==> src/verilog/rob_pkg.sv <==
package rob_pkg;

    localparam int xlen      = 32;
    localparam int reg_w     = 5;
    localparam int rob_depth = 8;
    localparam int tag_w     = 3;
    localparam int op_w      = 3;

    // internal op codes seen by the execute units
    localparam logic [op_w-1:0] op_add = 3'd0;
    localparam logic [op_w-1:0] op_sub = 3'd1;
    localparam logic [op_w-1:0] op_and = 3'd2;
    localparam logic [op_w-1:0] op_or  = 3'd3;
    localparam logic [op_w-1:0] op_xor = 3'd4;
    localparam logic [op_w-1:0] op_mul = 3'd5;
    localparam logic [op_w-1:0] op_beq = 3'd6;

    localparam logic [6:0] opc_op     = 7'b0110011;
    localparam logic [6:0] opc_opimm  = 7'b0010011;
    localparam logic [6:0] opc_branch = 7'b1100011;

    // one instruction word, three field layouts
    typedef union packed {
        struct packed {
            logic [6:0]       funct7;
            logic [reg_w-1:0] rs2;
            logic [reg_w-1:0] rs1;
            logic [2:0]       funct3;
            logic [reg_w-1:0] rd;
            logic [6:0]       opcode;
        } r_fmt;
        struct packed {
            logic [11:0]      imm12;
            logic [reg_w-1:0] rs1;
            logic [2:0]       funct3;
            logic [reg_w-1:0] rd;
            logic [6:0]       opcode;
        } i_fmt;
        struct packed {
            logic             imm_12;
            logic [5:0]       imm_10_5;
            logic [reg_w-1:0] rs2;
            logic [reg_w-1:0] rs1;
            logic [2:0]       funct3;
            logic [3:0]       imm_4_1;
            logic             imm_11;
            logic [6:0]       opcode;
        } b_fmt;
    } inst_word_u;

endpackage

==> src/verilog/inst_decode.sv <==
`timescale 1ns/1ps

module inst_decode (
    input  logic                        clk,
    input  logic                        rst,
    input  logic                        inst_valid,
    output logic                        inst_ready,
    input  logic [31:0]                 inst_word,
    input  logic [rob_pkg::xlen-1:0]    inst_pc,
    output logic [rob_pkg::reg_w-1:0]   rs1_addr,
    output logic [rob_pkg::reg_w-1:0]   rs2_addr,
    input  logic [rob_pkg::xlen-1:0]    rs1_data,
    input  logic [rob_pkg::xlen-1:0]    rs2_data,
    input  logic                        rs1_pending,
    input  logic                        rs2_pending,
    input  logic                        rob_full,
    input  logic [rob_pkg::tag_w-1:0]   rob_free_tag,
    input  logic                        flush,
    output logic                        rob_alloc,
    output logic [rob_pkg::reg_w-1:0]   rob_alloc_rd,
    output logic                        rob_alloc_branch,
    output logic [rob_pkg::xlen-1:0]    rob_alloc_target,
    output logic                        alu_issue,
    output logic                        mul_issue,
    output logic [rob_pkg::op_w-1:0]    issue_op,
    output logic [rob_pkg::tag_w-1:0]   issue_tag,
    output logic [rob_pkg::xlen-1:0]    issue_opa,
    output logic [rob_pkg::xlen-1:0]    issue_opb
);

    rob_pkg::inst_word_u iw;
    logic [rob_pkg::op_w-1:0]  op;
    logic [rob_pkg::reg_w-1:0] rd;
    logic                      use_rs1;
    logic                      use_rs2;
    logic                      is_imm;
    logic                      is_branch;
    logic                      is_mul;
    logic [rob_pkg::xlen-1:0]  imm_i;
    logic [rob_pkg::xlen-1:0]  imm_b;
    logic                      hazard;
    logic                      accept;

    assign iw       = inst_word;
    assign rs1_addr = iw.r_fmt.rs1;
    assign rs2_addr = iw.r_fmt.rs2;

    assign imm_i = {{(rob_pkg::xlen-12){iw.i_fmt.imm12[11]}}, iw.i_fmt.imm12};
    assign imm_b = {{(rob_pkg::xlen-12){iw.b_fmt.imm_12}}, iw.b_fmt.imm_11,
                    iw.b_fmt.imm_10_5, iw.b_fmt.imm_4_1, 1'b0};

    // unknown words fall through as add to x0 with no sources
    always_comb begin
        op        = rob_pkg::op_add;
        rd        = '0;
        use_rs1   = 1'b0;
        use_rs2   = 1'b0;
        is_imm    = 1'b0;
        is_branch = 1'b0;
        case (iw.r_fmt.opcode)
            rob_pkg::opc_op: begin
                use_rs1 = 1'b1;
                use_rs2 = 1'b1;
                rd      = iw.r_fmt.rd;
                case ({iw.r_fmt.funct7, iw.r_fmt.funct3})
                    {7'h00, 3'h0}: op = rob_pkg::op_add;
                    {7'h20, 3'h0}: op = rob_pkg::op_sub;
                    {7'h00, 3'h7}: op = rob_pkg::op_and;
                    {7'h00, 3'h6}: op = rob_pkg::op_or;
                    {7'h00, 3'h4}: op = rob_pkg::op_xor;
                    {7'h01, 3'h0}: op = rob_pkg::op_mul;
                    default: begin
                        rd      = '0;
                        use_rs1 = 1'b0;
                        use_rs2 = 1'b0;
                    end
                endcase
            end
            rob_pkg::opc_opimm: begin
                if (iw.i_fmt.funct3 == 3'h0) begin   // addi only
                    use_rs1 = 1'b1;
                    is_imm  = 1'b1;
                    rd      = iw.i_fmt.rd;
                end
            end
            rob_pkg::opc_branch: begin
                if (iw.b_fmt.funct3 == 3'h0) begin   // beq only
                    op        = rob_pkg::op_beq;
                    use_rs1   = 1'b1;
                    use_rs2   = 1'b1;
                    is_branch = 1'b1;
                end
            end
            default: ;
        endcase
    end

    assign is_mul = (op == rob_pkg::op_mul);
    assign hazard = (use_rs1 && rs1_pending) || (use_rs2 && rs2_pending);

    assign inst_ready = !rst && !flush && !rob_full && !hazard;
    assign accept     = inst_valid && inst_ready;

    assign rob_alloc        = accept;
    assign rob_alloc_rd     = rd;
    assign rob_alloc_branch = is_branch;
    assign rob_alloc_target = inst_pc + imm_b;

    assign alu_issue = accept && !is_mul;
    assign mul_issue = accept && is_mul;
    assign issue_op  = op;
    assign issue_tag = rob_free_tag;
    assign issue_opa = rs1_data;
    assign issue_opb = is_imm ? imm_i : rs2_data;

endmodule

==> src/verilog/alu_unit.sv <==
`timescale 1ns/1ps

module alu_unit (
    input  logic                        clk,
    input  logic                        rst,
    input  logic                        flush,
    input  logic                        alu_issue,
    input  logic [rob_pkg::op_w-1:0]    issue_op,
    input  logic [rob_pkg::tag_w-1:0]   issue_tag,
    input  logic [rob_pkg::xlen-1:0]    issue_opa,
    input  logic [rob_pkg::xlen-1:0]    issue_opb,
    output logic                        alu_wb_valid,
    output logic [rob_pkg::tag_w-1:0]   alu_wb_tag,
    output logic [rob_pkg::xlen-1:0]    alu_wb_data,
    output logic                        alu_wb_taken
);

    logic [rob_pkg::xlen-1:0] result;

    always_comb begin
        case (issue_op)
            rob_pkg::op_sub: result = issue_opa - issue_opb;
            rob_pkg::op_and: result = issue_opa & issue_opb;
            rob_pkg::op_or:  result = issue_opa | issue_opb;
            rob_pkg::op_xor: result = issue_opa ^ issue_opb;
            rob_pkg::op_beq: result = '0;   // branch writes nothing
            default:         result = issue_opa + issue_opb;
        endcase
    end

    always_ff @(posedge clk) begin
        if (rst || flush)
            alu_wb_valid <= 1'b0;
        else
            alu_wb_valid <= alu_issue;
    end

    always_ff @(posedge clk) begin
        alu_wb_tag   <= issue_tag;
        alu_wb_data  <= result;
        alu_wb_taken <= (issue_op == rob_pkg::op_beq) && (issue_opa == issue_opb);
    end

endmodule

==> src/verilog/mul_unit.sv <==
`timescale 1ns/1ps

module mul_unit (
    input  logic                        clk,
    input  logic                        rst,
    input  logic                        flush,
    input  logic                        mul_issue,
    input  logic [rob_pkg::tag_w-1:0]   issue_tag,
    input  logic [rob_pkg::xlen-1:0]    issue_opa,
    input  logic [rob_pkg::xlen-1:0]    issue_opb,
    output logic                        mul_wb_valid,
    output logic [rob_pkg::tag_w-1:0]   mul_wb_tag,
    output logic [rob_pkg::xlen-1:0]    mul_wb_data
);

    logic                       s1_valid;
    logic                       s2_valid;
    logic [rob_pkg::tag_w-1:0]  s1_tag;
    logic [rob_pkg::tag_w-1:0]  s2_tag;
    logic [rob_pkg::xlen-1:0]   s1_a;
    logic [rob_pkg::xlen-1:0]   s1_b;
    logic [rob_pkg::xlen-1:0]   s2_prod;

    // one product may enter per cycle
    always_ff @(posedge clk) begin
        if (rst || flush) begin
            s1_valid     <= 1'b0;
            s2_valid     <= 1'b0;
            mul_wb_valid <= 1'b0;
        end else begin
            s1_valid     <= mul_issue;
            s2_valid     <= s1_valid;
            mul_wb_valid <= s2_valid;
        end
    end

    always_ff @(posedge clk) begin
        s1_a        <= issue_opa;   // operand capture
        s1_b        <= issue_opb;
        s1_tag      <= issue_tag;
        s2_prod     <= s1_a * s1_b; // low word only
        s2_tag      <= s1_tag;
        mul_wb_data <= s2_prod;
        mul_wb_tag  <= s2_tag;
    end

endmodule

==> src/verilog/reorder_buffer.sv <==
`timescale 1ns/1ps

module reorder_buffer (
    input  logic                        clk,
    input  logic                        rst,
    input  logic                        rob_alloc,
    input  logic [rob_pkg::reg_w-1:0]   rob_alloc_rd,
    input  logic                        rob_alloc_branch,
    input  logic [rob_pkg::xlen-1:0]    rob_alloc_target,
    output logic                        rob_full,
    output logic [rob_pkg::tag_w-1:0]   rob_free_tag,
    input  logic                        alu_wb_valid,
    input  logic [rob_pkg::tag_w-1:0]   alu_wb_tag,
    input  logic [rob_pkg::xlen-1:0]    alu_wb_data,
    input  logic                        alu_wb_taken,
    input  logic                        mul_wb_valid,
    input  logic [rob_pkg::tag_w-1:0]   mul_wb_tag,
    input  logic [rob_pkg::xlen-1:0]    mul_wb_data,
    output logic                        commit_valid,
    output logic [rob_pkg::reg_w-1:0]   commit_rd,
    output logic [rob_pkg::xlen-1:0]    commit_data,
    output logic [rob_pkg::tag_w-1:0]   commit_tag,
    output logic                        redirect_valid,
    output logic [rob_pkg::xlen-1:0]    redirect_pc
);

    logic [rob_pkg::rob_depth-1:0] busy;
    logic [rob_pkg::rob_depth-1:0] done;
    logic [rob_pkg::rob_depth-1:0] is_br;
    logic [rob_pkg::rob_depth-1:0] taken;
    logic [rob_pkg::reg_w-1:0]     rd_q     [rob_pkg::rob_depth];
    logic [rob_pkg::xlen-1:0]      data_q   [rob_pkg::rob_depth];
    logic [rob_pkg::xlen-1:0]      target_q [rob_pkg::rob_depth];

    logic [rob_pkg::tag_w-1:0] head;
    logic [rob_pkg::tag_w-1:0] tail;
    logic [rob_pkg::tag_w:0]   count;
    logic                      head_done;
    logic                      head_redirect;

    assign head_done     = busy[head] && done[head];
    assign head_redirect = head_done && is_br[head] && taken[head];

    assign rob_full     = (count == (rob_pkg::tag_w + 1)'(rob_pkg::rob_depth));
    assign rob_free_tag = tail;

    always_ff @(posedge clk) begin
        if (rst) begin
            busy           <= '0;
            head           <= '0;
            tail           <= '0;
            count          <= '0;
            commit_valid   <= 1'b0;
            redirect_valid <= 1'b0;
        end else if (head_redirect) begin
            // mispredict, drop every entry including any allocated now
            busy           <= '0;
            head           <= head + 1'b1;
            tail           <= head + 1'b1;
            count          <= '0;
            commit_valid   <= 1'b0;
            redirect_valid <= 1'b1;
        end else begin
            commit_valid   <= head_done && !is_br[head];   // branch retires silently
            redirect_valid <= 1'b0;
            if (head_done) begin
                busy[head] <= 1'b0;
                head       <= head + 1'b1;
            end
            if (rob_alloc) begin
                busy[tail] <= 1'b1;
                tail       <= tail + 1'b1;
            end
            case ({rob_alloc, head_done})
                2'b10:   count <= count + 1'b1;
                2'b01:   count <= count - 1'b1;
                default: count <= count;
            endcase
        end
    end

    // entry payload and writeback
    always_ff @(posedge clk) begin
        if (rob_alloc) begin
            rd_q[tail]     <= rob_alloc_rd;
            is_br[tail]    <= rob_alloc_branch;
            target_q[tail] <= rob_alloc_target;
            done[tail]     <= 1'b0;
            taken[tail]    <= 1'b0;
        end
        // stale results after a flush land on free entries and are dropped
        if (alu_wb_valid && busy[alu_wb_tag]) begin
            data_q[alu_wb_tag] <= alu_wb_data;
            taken[alu_wb_tag]  <= alu_wb_taken;
            done[alu_wb_tag]   <= 1'b1;
        end
        if (mul_wb_valid && busy[mul_wb_tag]) begin
            data_q[mul_wb_tag] <= mul_wb_data;
            done[mul_wb_tag]   <= 1'b1;
        end
    end

    always_ff @(posedge clk) begin
        commit_rd   <= rd_q[head];
        commit_data <= data_q[head];
        commit_tag  <= head;
        redirect_pc <= target_q[head];
    end

endmodule

==> src/verilog/reg_file.sv <==
`timescale 1ns/1ps

module reg_file (
    input  logic                        clk,
    input  logic                        rst,
    input  logic [rob_pkg::reg_w-1:0]   rs1_addr,
    input  logic [rob_pkg::reg_w-1:0]   rs2_addr,
    output logic [rob_pkg::xlen-1:0]    rs1_data,
    output logic [rob_pkg::xlen-1:0]    rs2_data,
    output logic                        rs1_pending,
    output logic                        rs2_pending,
    input  logic                        alloc_en,
    input  logic [rob_pkg::reg_w-1:0]   alloc_rd,
    input  logic [rob_pkg::tag_w-1:0]   alloc_tag,
    input  logic                        commit_valid,
    input  logic [rob_pkg::reg_w-1:0]   commit_rd,
    input  logic [rob_pkg::xlen-1:0]    commit_data,
    input  logic [rob_pkg::tag_w-1:0]   commit_tag,
    input  logic                        flush
);

    logic [rob_pkg::xlen-1:0]      regs [2**rob_pkg::reg_w];
    logic [rob_pkg::tag_w-1:0]     ptag [2**rob_pkg::reg_w];
    logic [2**rob_pkg::reg_w-1:0]  pending;

    assign rs1_data    = (rs1_addr == '0) ? '0 : regs[rs1_addr];
    assign rs2_data    = (rs2_addr == '0) ? '0 : regs[rs2_addr];
    assign rs1_pending = pending[rs1_addr];   // x0 never set
    assign rs2_pending = pending[rs2_addr];

    always_ff @(posedge clk) begin
        if (commit_valid && commit_rd != '0)
            regs[commit_rd] <= commit_data;
        if (alloc_en && alloc_rd != '0)
            ptag[alloc_rd] <= alloc_tag;
    end

    always_ff @(posedge clk) begin
        if (rst || flush) begin
            pending <= '0;
        end else begin
            // only the newest writer's commit releases the register
            if (commit_valid && commit_rd != '0 && ptag[commit_rd] == commit_tag)
                pending[commit_rd] <= 1'b0;
            if (alloc_en && alloc_rd != '0)
                pending[alloc_rd] <= 1'b1;   // wins over a same-cycle commit
        end
    end

endmodule

==> src/verilog/ooo_core_top.sv <==
`timescale 1ns/1ps

module ooo_core_top (
    input  logic                        clk,
    input  logic                        rst,
    input  logic                        inst_valid,
    output logic                        inst_ready,
    input  logic [31:0]                 inst_word,
    input  logic [rob_pkg::xlen-1:0]    inst_pc,
    output logic                        commit_valid,
    output logic [rob_pkg::reg_w-1:0]   commit_rd,
    output logic [rob_pkg::xlen-1:0]    commit_data,
    output logic [rob_pkg::tag_w-1:0]   commit_tag,
    output logic                        redirect_valid,
    output logic [rob_pkg::xlen-1:0]    redirect_pc
);

    logic [rob_pkg::reg_w-1:0] rs1_addr;
    logic [rob_pkg::reg_w-1:0] rs2_addr;
    logic [rob_pkg::xlen-1:0]  rs1_data;
    logic [rob_pkg::xlen-1:0]  rs2_data;
    logic                      rs1_pending;
    logic                      rs2_pending;
    logic                      rob_full;
    logic [rob_pkg::tag_w-1:0] rob_free_tag;
    logic                      rob_alloc;
    logic [rob_pkg::reg_w-1:0] rob_alloc_rd;
    logic                      rob_alloc_branch;
    logic [rob_pkg::xlen-1:0]  rob_alloc_target;
    logic                      alu_issue;
    logic                      mul_issue;
    logic [rob_pkg::op_w-1:0]  issue_op;
    logic [rob_pkg::tag_w-1:0] issue_tag;
    logic [rob_pkg::xlen-1:0]  issue_opa;
    logic [rob_pkg::xlen-1:0]  issue_opb;
    logic                      alu_wb_valid;
    logic [rob_pkg::tag_w-1:0] alu_wb_tag;
    logic [rob_pkg::xlen-1:0]  alu_wb_data;
    logic                      alu_wb_taken;
    logic                      mul_wb_valid;
    logic [rob_pkg::tag_w-1:0] mul_wb_tag;
    logic [rob_pkg::xlen-1:0]  mul_wb_data;

    // redirect doubles as the flush
    inst_decode u_decode (.*, .flush(redirect_valid));

    alu_unit u_alu (.*, .flush(redirect_valid));

    mul_unit u_mul (.*, .flush(redirect_valid));

    reorder_buffer u_rob (.*);

    reg_file u_rf (
        .*,
        .alloc_en  (rob_alloc),
        .alloc_rd  (rob_alloc_rd),
        .alloc_tag (rob_free_tag),
        .flush     (redirect_valid)
    );

endmodule

==> config.mk <==
export PLATFORM = sky130hd
export DESIGN_NAME = ooo_core_top
export DESIGN_NICKNAME = d
export VERILOG_FILES = /design/src/verilog/rob_pkg.sv /design/src/verilog/inst_decode.sv /design/src/verilog/alu_unit.sv /design/src/verilog/mul_unit.sv /design/src/verilog/reorder_buffer.sv /design/src/verilog/reg_file.sv /design/src/verilog/ooo_core_top.sv
export SDC_FILE = /design/constraint.sdc
export NUM_CORES = 2
export LEC_CHECK = 0
export CORE_UTILIZATION = 60
export DETAILED_ROUTE_END_ITERATION = 12
export DONT_BUFFER_PORTS = 1
export PLACE_DENSITY = 0.8
export SLEW_MARGIN = 10
export SYNTH_ARGS = -nofsm -noshare
export SYNTH_HDL_FRONTEND = slang
export SYNTH_HIERARCHICAL = 1
export SYNTH_SLANG_ARGS = --single-unit
==> constraint.sdc <==
create_clock -name clk -period 9.7 [get_ports clk]
set_input_delay 0.485 -clock clk [delete_from_list [all_inputs] [get_ports clk]]
set_output_delay 0.485 -clock clk [all_outputs]
set_load 0.02 [all_outputs]
# == After elaboration in Yosys (flattened, before gate mapping) ==
# Memories as Yosys holds them, arrays and structs flattened. A register that Yosys moved wholly into a read port is not among the register bits.
# Cells that the tools add are included.
# word_totals
regBits,253
rom_bits,0
ramBits,1672
in_bits,67
out_inout_bits,75
latch_bits,0
elab_cells,202
n_memories,5
# memory_table
memory,words,word_bits,read_ports,rd_ports_with_merged_regs,write_ports,line_no,source
u_rf.regs,32,32,2,0,1,reg_file.sv:22,logic [rob_pkg::xlen-1:0] regs [2**rob_pkg::reg_w];
u_rob.data_q,8,32,1,1,2,reorder_buffer.sv:32,logic [rob_pkg::xlen-1:0] data_q [rob_pkg::rob_depth];
u_rob.target_q,8,32,1,1,1,reorder_buffer.sv:33,logic [rob_pkg::xlen-1:0] target_q [rob_pkg::rob_depth];
u_rf.ptag,32,3,1,0,1,reg_file.sv:23,logic [rob_pkg::tag_w-1:0] ptag [2**rob_pkg::reg_w];
u_rob.rd_q,8,5,1,1,1,reorder_buffer.sv:31,logic [rob_pkg::reg_w-1:0] rd_q [rob_pkg::rob_depth];
# classes
shift,0
div,0
n_eq_ne,19
bitwise_logic,14
n_reduce_logical,44
n_mux,74
addsub,7
n_mul,1
magnitude_cmp,14
# op_table
operator,count
two-way mux 32 bit,6
one-hot mux 32 bit (5 select lines),1
two-way mux 8 bit,9
adder 32 bit,2
AND 32 bit,2
bitwise OR 32 bit,2
== test 32 bit,1
multiplier 32 x 32 -> 32 bit,1
inverter 32 bit,1
subtractor 32 bit,1
bitwise XOR 32 bit,1
"== test 10 x 3 -> 1 bit, second input constant",3
two-way mux 1 bit,29
AND 8 bit,3
logical AND 1 bit,24
"< comparator 5 x 6 -> 1 bit, second input constant",4
bitwise OR 8 bit,3
binary-select mux 1 bit (select 3 bit),6
bitwise mux 8 bit,2
"< comparator 3 x 4 -> 1 bit, second input constant",4
inverter 8 bit,2
two-way mux 3 bit,5
one-hot mux 3 bit (5 select lines),1
demux 1 bit (select 3 bit),4
33 further kinds,56

# == Longest topological paths before layout ==
# logic_depth
depth_word,14
mapped_depth,25
ltp_nobuf,24

# == By module ==
# The synthesis kept the hierarchy.
# modules_own_cells
mod,area_per_inst_um2,seq_area_each_um2,n_inst,cells_per_inst
reg_file,53138.5,34272.9,1,2438
reorder_buffer,27437.6,18978.2,1,1391
mul_unit,18547.8,2802.7,1,1839
alu_unit,6338.6,740.7,1,929
inst_decode,2527.4,0.0,1,345

# == Worst setup path after synthesis ==
# OpenSTA, ideal clock, no wires.
# synth_timing
kind,register to register
startpoint,register u_mul/s1_a[13] in the netlist's numbering
endpoint,register u_mul/s2_prod[29] in the netlist's numbering
stages_incl_launch_ff,22
path_buffers,2
required_ps,9638
setup_time_ps,62
arrival_ps,6795
synth_period_minus_slack_ps,6857
slack_ps,2843
cell_sequence,dfxtp_1 -> clkbuf_1 -> clkbuf_1 -> nand2_1 -> fa_1 -> fa_1 -> fa_1 -> inv_1 -> fa_1 -> inv_1 -> fa_1 -> inv_1 -> fa_1 -> fa_1 -> fa_1 -> ha_1 -> a21o_1 -> a221o_1 -> a21o_2 -> o311a_4 -> or4_1 -> nand3_1
# synth_between
elab_chain_len,1
# synth_rtl
item,line_no,source
from (decl),mul_unit.sv:20,logic [rob_pkg::xlen-1:0] s1_a;
from (signal assigned),mul_unit.sv:38,s1_a <= issue_opa;
multiplier 32 x 32 -> 32 bit,mul_unit.sv:41,s2_prod <= s1_a * s1_b;
to (signal assigned),mul_unit.sv:41,
to (decl),mul_unit.sv:22,logic [rob_pkg::xlen-1:0] s2_prod;
# No other way between the ends.
# A chain may end at the register's enable or synchronous reset.

# == Worst setup path in the final report ==
# layout_timing
startpoint,register u_mul/s1_a[7] in the netlist's numbering
endpoint,register u_mul/s2_prod[30] in the netlist's numbering
# Same word-level chain as after synthesis.

==> impl_metrics.py <==
metrics = {
    "timing": {
        "hold_viol": 0,
        "setup_viol": 0,
        "relSlewSlack": -0.144,
        "fin_skew_ns": 0.0752,
        "tns_ns": 0,
        "hold_slack_ns": 0.0749,
        "drv_slew": 100,
        "rsz0062_at_grt": "no",
        "clock.fmax_mhz": 128,
        "post-route-period-util": 0.803,
        "tightest_slew_ns": 1.72,
        "setup_ws_ns": 1.91,
        "min_period_ns": 7.79,
    },
    "min_path": {
        "hp-start": "inst_word[7]",
        "hold_class": "input port to register",
    },
    "setup_path": {
        "r2r-start": "u_mul/s1_a[7]",
        "cp_max_fo": 25,
        "critPathLaunch": "u_mul/s1_a[7]",
        "startpoint_type": "register",
        "cp.required_ns": 10.39,
        "criticalPathCategory": "register to register",
        "worst-r2r-setup-slack_ns": 1.91,
        "arrival_ns": 8.49,
        "end_kind": "register",
    },
    "route": {
        "wl_per_cell_um": 32.0,
        "via_per_inst": 6.91,
        "vias": 65100,
        "detail_route.first_pass.iterations": 6,
        "routed_wl_mm": 301,
        "drt_iter0_markers": 8277,
        "drtAntennaViolNets": 0,
        "drt_drc_violations_left": 0,
    },
    "clocking": {
        "tritoncts": "done",
        "htree_levels": 4,
        "post_cts_resized": 0,
        "numCtsBuffers": 199,
        "cts.path.max_buffers": 3,
        "clk_pin_slew_worst_paths_ns": 0.07,
        "clock_latency_ns": 0.89,
        "cts-root-buf": "clkbuf_16",
        "cts_sinks": 1997,
    },
    "logic_synthesis": {
        "ys_ff_latch": 1997,
        "netlist_instances": 6942,
        "ys_seq_area_frac": 0.526,
        "syn_avg_cell_area_um2": 15.6,
        "ys_async_sr_fraction": 0,
        "synthesis.area_um2": 108000,
        "synth_edf_count": 1680,
        "yosysWarnings": 6,
        "synth_top_flop_cell": "edfxtp_1",
        "ys_types": 126,
    },
    "grt": {
        "antenna_found_initial": 20,
        "grt_pass1_vias": 66900,
        "grt_usage": 0.336,
        "grt_overflow": 0,
        "grt_max_degree": 267,
        "grt_pass1_wl_mm": 442,
    },
    "floorplanning": {
        "die_x_um": 426,
        "start_util": 0.605,
        "rows": 155,
        "die_area_um2": 182000,
        "io_pins": 142,
        "core_um2": 179000,
        "die_y_um": 426,
    },
    "placement": {
        "dp.cells": 9008,
        "post-place-ws_ns": 2.12,
        "gp_congestion": 0.974,
        "hpwl_mm": 177,
        "port_buffers": 0,
    },
    "run": {
        "maxCapViolCount": 0,
    },
    "cells_and_area": {
        "nets": 7606,
        "final_cells": 9414,
        "layout_common_cells": "1680 x edfxtp_1, 806 x mux4_2, 475 x inv_1",
        "final_layout_size_suffix_gt1_frac": 0.251,
        "syn_to_final_growth_pct": 8.41,
        "layout_commonest_cell": "edfxtp_1",
    },
    "outcome": {
        "outcome": "finished with violations",
        "violations": "slew limit",
    },
}
-- cells by family after synthesis --
kind of cell,share of synthesized area
compound gates,0.0437
mux,0.215
other cells,0.0000347
fa+ha+maj,0.106
buf+inv,0.0379
xor+xnor,0.0105
simple gates,0.0613
flops,0.526
-- metal layers --
layer | vias to the layer above | GRT usage | part of all wire
met4 | 8 | 0.177 | 0.059
met1 | 33600 | 0.436 | 0.36
li1 | 26100 | - | -
met3 | 1015 | 0.0668 | 0.10
met5 | - | 0 | 0.00019
met2 | 4308 | 0.539 | 0.48
-- through the flow --
step                instance area (µm²)   util
finish                           117000  0.655
CTS                              117000  0.655
detailed placement               110000  0.617
global route                     117000  0.655
floorplan                        108000      -
global placement                 110000  0.617
-- flip-flops by register name, indices dropped and copies added (netlist names), 32 cells and up --
| register | count |
|---|---|
| u_rob/commit_data | 32 |
| u_rob/target_q | 256 |
| u_rob/rd_q | 40 |
| u_alu/alu_wb_data | 32 |
| u_mul/s1_a | 32 |
| u_rf/pending | 32 |
| u_mul/mul_wb_data | 32 |
| u_rob/data_q | 256 |
| u_mul/s2_prod | 32 |
| u_rob/redirect_pc | 32 |
| u_mul/s1_b | 32 |
| u_rf/ptag | 96 |
| u_rf/regs | 1024 |
-- critical path, cell delays in order (launching register included) --
cell and delay (ns):
dfxtp_1 1.14, nand2_1 0.20, fa_1 0.43, inv_1 0.08, fa_1 0.43, fa_1 0.51, inv_1 0.05, fa_1 0.47
inv_1 0.05, fa_1 0.49, inv_1 0.05, fa_1 0.52, inv_1 0.05, fa_1 0.49, fa_1 0.43, ha_1 0.37
nand2_1 0.10, or4_1 0.40, a211oi_1 0.28, o211ai_1 0.16, o21ai_0 0.56, o41ai_1 0.16, xnor2_1 0.15
-- cell usage after synthesis (all sizes together) (211+ instances only) --
library cell	number	area [µm²]
nor2	288	1080
inv	491	1840
edfxtp	1680	50400
mux4	807	18200
mux2	350	3950
ha	256	3200
clkbuf	246	933
and2	379	2370
nand2	305	1150
buf	211	1320
dfxtp	317	6350
fa	411	8230
-- what timing repair did --
item                                   CTS  global route
hold buffers                            18             0
setup buffers                            0             0
endpoints found under the hold margin   44             0
-- cell type report --
type                       count  area (µm²)
fill                       11800       61500
clock inverter                91         940
antenna                        9        22.5
multi-input combinational   4031       47600
clock buffer                 288        5760
tap                         2355        2950
sequential                  1997       56800
inverter                     491        1840
timing repair buffer         152        1190
-- worst paths after layout --
check / depth (start not counted) / end
setup / recovery: 22 / u_mul/s2_prod[30]
hold / removal: 2 / u_rob/rd_q[6][0]
setup reg to reg: 22 / u_mul/s2_prod[30]
hold reg to reg: 0 / u_mul/s2_tag[0]
Power is not shown: default switching activity piles up to over one toggle a cycle in this logic, so the estimate is an artifact.
